<file path="config.mk">
export PLATFORM = sky130hd
export DESIGN_NAME = vit_trb_top
export DESIGN_NICKNAME = d
export VERILOG_FILES = /design/src/source/vit_pkg.sv /design/src/source/vit_trb_engine.sv /design/src/source/vit_trb_lifo.sv /design/src/source/vit_trb_ram.sv /design/src/source/vit_trb_top.sv
export SDC_FILE = /design/constraint.sdc
export NUM_CORES = 1
export LEC_CHECK = 0
export BUFFER_PORTS_ARGS = -buffer_cell sky130_fd_sc_hd__buf_2
export CORE_ASPECT_RATIO = 2
export CORE_MARGIN = 1
export CORE_UTILIZATION = 46
export DETAILED_ROUTE_END_ITERATION = 16
export PLACE_DENSITY = 0.71
export SLEW_MARGIN = 25
export SYNTH_ARGS = -nofsm -noshare
export SYNTH_HDL_FRONTEND = slang
export SYNTH_SLANG_ARGS = --single-unit
</file>
<file path="constraint.sdc">
create_clock -name iclk -period 3.2 [get_ports iclk]
set_input_delay 0.48 -clock iclk [delete_from_list [all_inputs] [get_ports iclk]]
set_output_delay 0.48 -clock iclk [all_outputs]
set_load 0.05 [all_outputs]
</file>
<file path="src/source/vit_pkg.sv">
// shared trellis constants, types and helper functions for the Viterbi traceback blocks
package vit_pkg;

  //--------------------------------------------------------------------------
  // trellis and memory geometry
  //--------------------------------------------------------------------------

  // K=3 code, four states
  localparam int cSTATE_W     = 2;
  localparam int cSTATES      = 4;

  // survivor memory, 64 steps
  localparam int cRAM_ADDR_W  = 6;
  localparam int cRAM_DEPTH   = 2**cRAM_ADDR_W;

  // one reversal bank
  localparam int cLIFO_ADDR_W = 6;
  localparam int cLIFO_DEPTH  = 2**cLIFO_ADDR_W;

  localparam int cTAG_W       = 4;

  // generators 7 and 5 octal, newest bit is msb of the register
  localparam logic [2:0] cGEN0 = 3'b111;
  localparam logic [2:0] cGEN1 = 3'b101;

  //--------------------------------------------------------------------------
  // basic types
  //--------------------------------------------------------------------------

  typedef logic [cSTATE_W-1:0]     stateb_t;
  typedef logic [cSTATES-1:0]      decision_t;
  typedef logic [1:0]              boutputs_t;
  typedef logic [cRAM_ADDR_W-1:0]  trb_ram_addr_t;
  typedef logic [cLIFO_ADDR_W-1:0] trb_lifo_addr_t;
  typedef logic [cTAG_W-1:0]       tag_t;

  // one survivor word, written by the ACS side
  typedef struct packed {
    decision_t decision;
    boutputs_t hd;
  } trb_word_t;

  // traceback command, same layout for start and flush
  typedef struct packed {
    trb_ram_addr_t raddr;
    trb_ram_addr_t size_m1;
    trb_ram_addr_t skip;
    stateb_t       state;
    tag_t          tag;
  } trb_cmd_t;

  // one traceback result toward the reversal buffer
  typedef struct packed {
    logic           dat;
    boutputs_t      biterr;
    trb_lifo_addr_t waddr;
    tag_t           tag;
  } trb_bit_t;

  //--------------------------------------------------------------------------
  // trellis rule
  //--------------------------------------------------------------------------

  // predecessor: low state bit moves up, decision fills the low bit
  function automatic stateb_t get_pre_state(stateb_t s, logic d);
    return {s[0], d};
  endfunction

  // info bit that led into a state
  function automatic logic get_binput(stateb_t s);
    return s[1];
  endfunction

  // code pair for a transition out of state s with input bit b
  function automatic boutputs_t get_outputs(stateb_t s, logic b);
    logic [2:0] sr;
    sr = {b, s};
    return {^(sr & cGEN0), ^(sr & cGEN1)};
  endfunction

endpackage

</file>
<file path="src/source/vit_trb_engine.sv">
// traceback engine, walks survivor memory backwards and feeds bits to the reversal buffer
`timescale 1ns/1ps

module vit_trb_engine (
  input  logic                   iclk,
  input  logic                   ireset,
  input  logic                   iclkena,
  // full traceback request
  input  logic                   istart,
  input  vit_pkg::trb_cmd_t      icmd,
  // buffer tail flush request
  input  logic                   iflush,
  input  vit_pkg::trb_cmd_t      ifcmd,
  output logic                   ordy,
  // survivor memory
  output vit_pkg::trb_ram_addr_t oraddr,
  input  vit_pkg::trb_word_t     irword,
  // reversal buffer
  output logic                   owrite,
  output logic                   oflush,
  output vit_pkg::trb_bit_t      obit
);

  import vit_pkg::*;

  //--------------------------------------------------------------------------
  // declarations
  //--------------------------------------------------------------------------

  logic           accept;
  trb_cmd_t       sel_cmd;

  logic           busy;
  logic           first;
  logic           last;
  trb_ram_addr_t  cnt;
  trb_ram_addr_t  skip_cnt;

  stateb_t        cmd_state;
  tag_t           cmd_tag;

  // read pipeline flags, bit 1 lines up with irword, bit 2 with word_q
  logic [2:0]     rd_val;
  logic [2:0]     rd_sop;
  logic [2:0]     rd_eop;
  logic [2:0]     rd_mask;

  // per-block end state and tag travel with the sop flag
  stateb_t        st_pipe  [3];
  tag_t           tag_pipe [3];

  trb_word_t      word_q;

  stateb_t        state;
  stateb_t        cur_state;
  stateb_t        pre_state;
  tag_t           blk_tag;
  tag_t           cur_tag;
  logic           data_bit;
  boutputs_t      cdata;

  trb_lifo_addr_t next_waddr;
  trb_lifo_addr_t base_waddr;
  logic           wr_now;
  logic           end_q;

  //--------------------------------------------------------------------------
  // command accept and read sweep
  //--------------------------------------------------------------------------

  // ready again in the last read cycle
  assign last    = busy & (cnt == '0);
  assign ordy    = !busy | (cnt == '0);
  assign accept  = ordy & (istart | iflush);
  // start wins over flush
  assign sel_cmd = istart ? icmd : ifcmd;

  always_ff @(posedge iclk or posedge ireset) begin
    if (ireset) begin
      busy  <= 1'b0;
      first <= 1'b0;
    end else if (iclkena) begin
      first <= accept;
      if (accept) begin
        busy <= 1'b1;
      end else if (last) begin
        busy <= 1'b0;
      end
    end
  end

  // sweep counters and command payload
  always_ff @(posedge iclk) begin
    if (iclkena) begin
      if (accept) begin
        oraddr    <= sel_cmd.raddr;
        cnt       <= sel_cmd.size_m1;
        skip_cnt  <= sel_cmd.skip;
        cmd_state <= sel_cmd.state;
        cmd_tag   <= sel_cmd.tag;
      end else if (busy) begin
        oraddr <= oraddr - 1'b1;
        cnt    <= cnt - 1'b1;
        // newest steps masked until skip runs out
        if (skip_cnt != '0) begin
          skip_cnt <= skip_cnt - 1'b1;
        end
      end
    end
  end

  //--------------------------------------------------------------------------
  // align control with memory data
  // two cycles ram latency plus one reclock
  //--------------------------------------------------------------------------

  always_ff @(posedge iclk or posedge ireset) begin
    if (ireset) begin
      rd_val <= '0;
      rd_sop <= '0;
      rd_eop <= '0;
    end else if (iclkena) begin
      rd_val <= {rd_val[1:0], busy};
      rd_sop <= {rd_sop[1:0], first};
      rd_eop <= {rd_eop[1:0], last};
    end
  end

  always_ff @(posedge iclk) begin
    if (iclkena) begin
      rd_mask     <= {rd_mask[1:0], (skip_cnt != '0)};
      st_pipe[0]  <= cmd_state;
      st_pipe[1]  <= st_pipe[0];
      st_pipe[2]  <= st_pipe[1];
      tag_pipe[0] <= cmd_tag;
      tag_pipe[1] <= tag_pipe[0];
      tag_pipe[2] <= tag_pipe[1];
      word_q      <= irword;
    end
  end

  //--------------------------------------------------------------------------
  // traceback step
  //--------------------------------------------------------------------------

  // first step of a block starts from the command end state
  assign cur_state = rd_sop[2] ? st_pipe[2]  : state;
  assign cur_tag   = rd_sop[2] ? tag_pipe[2] : blk_tag;

  // survivor decision of the current state picks the predecessor
  assign pre_state = get_pre_state(cur_state, word_q.decision[cur_state]);
  assign data_bit  = get_binput(cur_state);
  // re-encode the transition pre_state -> cur_state
  assign cdata     = get_outputs(pre_state, data_bit);

  assign wr_now     = rd_val[2] & !rd_mask[2];
  assign base_waddr = rd_sop[2] ? '0 : next_waddr;

  always_ff @(posedge iclk) begin
    if (iclkena) begin
      if (rd_val[2]) begin
        state      <= pre_state;
        blk_tag    <= cur_tag;
        next_waddr <= base_waddr + wr_now;
      end
      // obit holds the last written bit between writes
      if (wr_now) begin
        obit.dat    <= data_bit;
        obit.biterr <= word_q.hd ^ cdata;
        obit.waddr  <= base_waddr;
        obit.tag    <= cur_tag;
      end
    end
  end

  // flush one cycle after the last step result
  always_ff @(posedge iclk or posedge ireset) begin
    if (ireset) begin
      owrite <= 1'b0;
      end_q  <= 1'b0;
      oflush <= 1'b0;
    end else if (iclkena) begin
      owrite <= wr_now;
      end_q  <= rd_val[2] & rd_eop[2];
      oflush <= end_q;
    end
  end

endmodule

</file>
<file path="src/source/vit_trb_lifo.sv">
// two-bank reversal buffer, engine writes newest-first and the output reads oldest-first
`timescale 1ns/1ps

module vit_trb_lifo (
  input  logic               iclk,
  input  logic               ireset,
  input  logic               iclkena,
  // engine side
  input  logic               iwrite,
  input  vit_pkg::trb_bit_t  ibit,
  input  logic               iflush,
  // output stream
  output logic               oval,
  output logic               osop,
  output logic               oeop,
  output logic               odat,
  output vit_pkg::boutputs_t obiterr,
  output vit_pkg::tag_t      otag
);

  import vit_pkg::*;

  //--------------------------------------------------------------------------
  // declarations
  //--------------------------------------------------------------------------

  logic           dat_mem [2][cLIFO_DEPTH];
  boutputs_t      err_mem [2][cLIFO_DEPTH];

  logic           wbank;
  logic           wsel;
  logic           rbank;

  // last write of the block being filled
  logic           wr_any;
  trb_lifo_addr_t wr_last;
  tag_t           wr_tag;

  logic           rd_start;
  logic           rd_active;
  logic           rd_first;
  trb_lifo_addr_t rd_addr;
  tag_t           rd_tag;

  //--------------------------------------------------------------------------
  // write side
  //--------------------------------------------------------------------------

  // a write in the flush cycle already belongs to the next block
  assign wsel     = wbank ^ iflush;
  assign rd_start = iflush & wr_any;

  always_ff @(posedge iclk) begin
    if (iclkena) begin
      if (iwrite) begin
        dat_mem[wsel][ibit.waddr] <= ibit.dat;
        err_mem[wsel][ibit.waddr] <= ibit.biterr;
        wr_last                   <= ibit.waddr;
        wr_tag                    <= ibit.tag;
      end
      // length and tag of the finished block
      if (rd_start) begin
        rd_tag <= wr_tag;
        rbank  <= wbank;
      end
    end
  end

  //--------------------------------------------------------------------------
  // bank swap and descending readout
  //--------------------------------------------------------------------------

  always_ff @(posedge iclk or posedge ireset) begin
    if (ireset) begin
      wbank     <= 1'b0;
      wr_any    <= 1'b0;
      rd_active <= 1'b0;
      rd_first  <= 1'b0;
      rd_addr   <= '0;
    end else if (iclkena) begin
      if (iflush) begin
        wbank  <= ~wbank;
        wr_any <= iwrite;
      end else if (iwrite) begin
        wr_any <= 1'b1;
      end
      rd_first <= rd_start;
      if (rd_start) begin
        rd_active <= 1'b1;
        rd_addr   <= wr_last;
      end else if (rd_active) begin
        rd_addr <= rd_addr - 1'b1;
        // address 0 holds the newest kept bit
        if (rd_addr == '0) begin
          rd_active <= 1'b0;
        end
      end
    end
  end

  // highest address is the oldest bit
  assign oval    = rd_active;
  assign osop    = rd_active & rd_first;
  assign oeop    = rd_active & (rd_addr == '0);
  assign odat    = dat_mem[rbank][rd_addr];
  assign obiterr = err_mem[rbank][rd_addr];
  assign otag    = rd_tag;

endmodule

</file>
<file path="src/source/vit_trb_ram.sv">
// survivor word memory between the ACS stage and the traceback engine, two-cycle read
`timescale 1ns/1ps

module vit_trb_ram (
  input  logic                   iclk,
  input  logic                   iclkena,
  // write side, ACS
  input  logic                   iwrite,
  input  vit_pkg::trb_ram_addr_t iwaddr,
  input  vit_pkg::trb_word_t     iwword,
  // read side, traceback engine
  input  vit_pkg::trb_ram_addr_t iraddr,
  output vit_pkg::trb_word_t     orword
);

  import vit_pkg::*;

  //--------------------------------------------------------------------------
  // storage
  //--------------------------------------------------------------------------

  trb_word_t     mem [cRAM_DEPTH];

  // read address register, first read stage
  trb_ram_addr_t raddr_q;

  // write port
  // word stored on every enabled edge while iwrite is high
  always_ff @(posedge iclk) begin
    if (iclkena) begin
      if (iwrite) begin
        mem[iwaddr] <= iwword;
      end
    end
  end

  //--------------------------------------------------------------------------
  // read port
  //--------------------------------------------------------------------------

  // address reg then data reg
  // engine counts on exactly two enabled cycles
  always_ff @(posedge iclk) begin
    if (iclkena) begin
      raddr_q <= iraddr;
      orword  <= mem[raddr_q];
    end
  end

endmodule

</file>
<file path="src/source/vit_trb_top.sv">
// traceback top level, joins survivor memory, traceback engine and reversal buffer
`timescale 1ns/1ps

module vit_trb_top (
  input  logic                   iclk,
  input  logic                   ireset,
  input  logic                   iclkena,
  // survivor write from ACS
  input  logic                   iwrite,
  input  vit_pkg::trb_ram_addr_t iwaddr,
  input  vit_pkg::trb_word_t     iwword,
  // traceback commands
  input  logic                   istart,
  input  vit_pkg::trb_cmd_t      icmd,
  input  logic                   iflush,
  input  vit_pkg::trb_cmd_t      ifcmd,
  output logic                   ordy,
  // decoded stream, forward order
  output logic                   oval,
  output logic                   osop,
  output logic                   oeop,
  output logic                   odat,
  output vit_pkg::boutputs_t     obiterr,
  output vit_pkg::tag_t          otag
);

  import vit_pkg::*;

  //--------------------------------------------------------------------------
  // internal wires
  //--------------------------------------------------------------------------

  trb_ram_addr_t raddr;
  trb_word_t     rword;

  logic          bit_write;
  logic          bit_flush;
  trb_bit_t      bit_data;

  // survivor memory
  vit_trb_ram ram_inst (
    .iclk    (iclk),
    .iclkena (iclkena),
    .iwrite  (iwrite),
    .iwaddr  (iwaddr),
    .iwword  (iwword),
    .iraddr  (raddr),
    .orword  (rword)
  );

  // traceback engine
  vit_trb_engine engine_inst (
    .iclk    (iclk),
    .ireset  (ireset),
    .iclkena (iclkena),
    .istart  (istart),
    .icmd    (icmd),
    .iflush  (iflush),
    .ifcmd   (ifcmd),
    .ordy    (ordy),
    .oraddr  (raddr),
    .irword  (rword),
    .owrite  (bit_write),
    .oflush  (bit_flush),
    .obit    (bit_data)
  );

  // reversal buffer, newest-first in, oldest-first out
  vit_trb_lifo lifo_inst (
    .iclk    (iclk),
    .ireset  (ireset),
    .iclkena (iclkena),
    .iwrite  (bit_write),
    .ibit    (bit_data),
    .iflush  (bit_flush),
    .oval    (oval),
    .osop    (osop),
    .oeop    (oeop),
    .odat    (odat),
    .obiterr (obiterr),
    .otag    (otag)
  );

endmodule

</file>
==> flow_metrics.env <==
export IMPL_status="complete, but fails checks"
export IMPL_violations="negative setup slack"
export IMPL_critPathRequiredTime_ps=2720
export IMPL_placed_cells_incl_taps=2875
export IMPL_synth_edf_count=871
export IMPL_fin_crit_ps=3730
export IMPL_viasPerCell=5.78
export IMPL_clock_path_buffers=3
export IMPL_tightest_slew_ps=1040
export IMPL_ys_seq_elements=896
export IMPL_seq_power_share_pct=50.5
export IMPL_grt_ovfl_total=0
export IMPL_total_power_mw=26.2
export IMPL_combPwrFrac_pct=14.6
export IMPL_io_buffer_count=76
export IMPL_r2r_slack_ps=460
export IMPL_p_leak_nw=13.0
export IMPL_final_cell_mix="edfxtp_1 (871), nor2_1 (230), mux4_2 (230), clkbuf_16 (77), buf_4 (74)"
export IMPL_finish_utilization_pct=53.2
export IMPL_rsz0062_at_grt="yes"
export IMPL_die_width_um=199
export IMPL_drt_initial_drc_count=1311
export IMPL_dpl_cell_area_um2=37600
export IMPL_end_kind="output port"
export IMPL_yosysTopAreaCellShare_pct=73.6
export IMPL_coreArea_um2=76200
export IMPL_switchingPower_mw=6.48
export IMPL_clock_skew_ps=18.9
export IMPL_clock_root_buffer="clkbuf_16"
export IMPL_dieArea_um2=78500
export IMPL_setup_viol=3
export IMPL_stdcell_count=3039
export IMPL_synth_seq_area_share_pct=75.3
export IMPL_power_density_nw_per_um2=647
export IMPL_wire_per_inst_um=27.3
export IMPL_antenna_found_initial=1
export IMPL_cpPeakStageDelay_ps=530
export IMPL_cts_buffers=76
export IMPL_critPathCapture="obiterr[1]"
export IMPL_dr_pass1_iters=5
export IMPL_post_route_period_util_pct=117
export IMPL_p_sw_share_pct=24.7
export IMPL_cts_tree="yes"
export IMPL_synth_area_um2=35600
export IMPL_grt_pass1_wl_um=122000
export IMPL_avgSynthCellArea_um2=19.8
export IMPL_wl_um=83000
export IMPL_p_int_mw=19.7
export IMPL_reg2reg_depth=5
export IMPL_synth_distinct_cells=53
export IMPL_htreeDepth=3
export IMPL_yosys_area_top_type="edfxtp_1"
export IMPL_hpwlAfterDp_um=56500
export IMPL_layout_area_overhead_vs_synth_pct=14.1
export IMPL_initial_core_util_pct=46.6
export IMPL_r2r_start="ram_inst.raddr_q[0]"
export IMPL_vdd_drop_max_mv=0.481
export IMPL_clk_latency_ps=670
export IMPL_pin_count=77
export IMPL_drv_cap=0
export IMPL_ys_flop_type="edfxtp_1"
export IMPL_hold_viol_final=0
export IMPL_clkPwrFrac_pct=35.0
export IMPL_async_flop_share_pct=2.68
export IMPL_whs_ps=120
export IMPL_insertedDiodeCount=0
export IMPL_design_area_um2=40600
export IMPL_syn_nets=1871
export IMPL_critPathKind="register to output port"
export IMPL_grt_use_total_pct=21.8
export IMPL_drc=0
export IMPL_setup_ws_ps=-531
export IMPL_cp_start_kind="register"
export IMPL_reg2reg_to="ram_inst.orword[5]"
export IMPL_relSlewSlack_pct=30.6
export IMPL_synthTopCellsByArea="edfxtp_1 (74%), mux4_2 (15%), nor2_1 (2.4%)"
export IMPL_syn_inst=1797
export IMPL_cts_sinks=896
export IMPL_slew_violations=0
export IMPL_dp_worst_setup_slack_ps=-59.6
export IMPL_fillCellCount=5833
export IMPL_drive_above_1_share_pct=28.0
export IMPL_crit_slowest_cell="mux4_2"
export IMPL_clkTransAtPathRegs_ps=70
export IMPL_first_global_vias=18800
export IMPL_chipHeight_um=395
export IMPL_ant_nets=0
export IMPL_grt_start_max_net_pins=129
export IMPL_cp_cell_sequence="buf_12, buf_12, mux4_2, mux4_2, mux2i_1, nor2_1, a41oi_2, a21oi_2, buf_6"
export IMPL_yosysWarnings=0
export IMPL_vias=17600
export IMPL_gp_congestion=0.859
export IMPL_hold_class="input pin to register"
export IMPL_rows=143
export IMPL_layout_nets=2039
export IMPL_setup_tns_ps=-1550
export IMPL_crit_arrival_ps=3250
export IMPL_timing_fmax_mhz=268
export IMPL_layout_commonest_cell="edfxtp_1"
export IMPL_cp_max_fo=8
[cell type report]
cell class,instances,area (µm²),share of cell area (%)
multi-input cells,789,8360,20.6
flip-flops and latches,896,26800,66.0
well taps,1015,1270,3.13
inverters,19,71.3,0.176
clock inverters,43,438,1.08
repair buffers,183,1650,4.06
clock buffers,94,2000,4.93
[flip-flops by register name, summed over array words and instances (netlist names), 12 cells and up, named ones only]
name and count:
engine_inst.tag_pipe 12, lifo_inst.err_mem 256, ram_inst.mem 384, lifo_inst.dat_mem 128, engine_inst.obit 13
[cells by family after synthesis]
logic type | share of synthesized area, %
AO/OA/AOI/OAI | 1.50
buffers and inverters | 1.40
multiplexers | 16.3
adder cells (fa/ha/maj) | 0.282
XOR/XNOR | 0.567
AND/OR/NAND/NOR | 4.60
flip-flops | 75.3
[layer usage]
metal / track usage [%] / share of wire [%] / vias up
li1: - / - / 7570
met1: 22.0 / 32 / 9125
met2: 41.8 / 58 / 688
met3: 3.69 / 5.3 / 181
met4: 11.3 / 5.1 / 2
met5: 0 / 0.016 / -
[power by group through the flow]
| stage | registers [mW] | logic, mW | clock network, mW |
|---|---|---|---|
| after floorplan | 13.4 | 2.27 | 0 |
| after global placement | 13.5 | 3.60 | 0 |
| after detailed placement | 13.5 | 3.65 | 0 |
| after CTS | 13.2 | 3.80 | 9.31 |
| after global routing | 13.3 | 4.01 | 9.69 |
| final | 13.2 | 3.82 | 9.17 |
[worst max-delay path: cells and delay by family (launching register included)]
kind	cells	cell delay (ps)
mux	3	1240
buf+inv	3	480
flops	1	400
compound gates	2	380
simple gates	1	80
[worst min-delay path by stage]
stage / from / end / slack, ps / depth (start not counted)
global route: ifcmd[5] / engine_inst.cmd_state[1] / 100 / 2
global placement: engine_inst.obit[2] / lifo_inst.wr_tag[2] / 400 / 0
CTS: ifcmd[3] / engine_inst.cmd_tag[3] / 90 / 2
finish: ifcmd[4] / engine_inst.cmd_state[0] / 120 / 2
floorplan: engine_inst.rd_mask[0] / engine_inst.rd_mask[1] / 400 / 0
detailed placement: engine_inst.tag_pipe[0][2] / engine_inst.tag_pipe[0][6] / 400 / 0
[timing repair]
action                                 CTS  global route
pin swaps                                8             3
hold buffers                             0             1
resized for setup                       29             6
endpoints found under the hold margin    0            24
gates cloned                             6             0
setup endpoints to repair                3             3
setup buffers                           16             5
[synthesized netlist by cell type, types with 16 or more instances]
cell type  count
edfxtp_1     871
inv_1         16
nor2b_1       19
dfrtp_1       24
nor2_1       230
buf_2         18
clkbuf_1      57
mux2i_1       40
a21oi_1       31
mux4_2       230
nand2_1       65
nand3_1       23
mux2_2        20
Note: power is estimated with default switching activity, not from simulation.
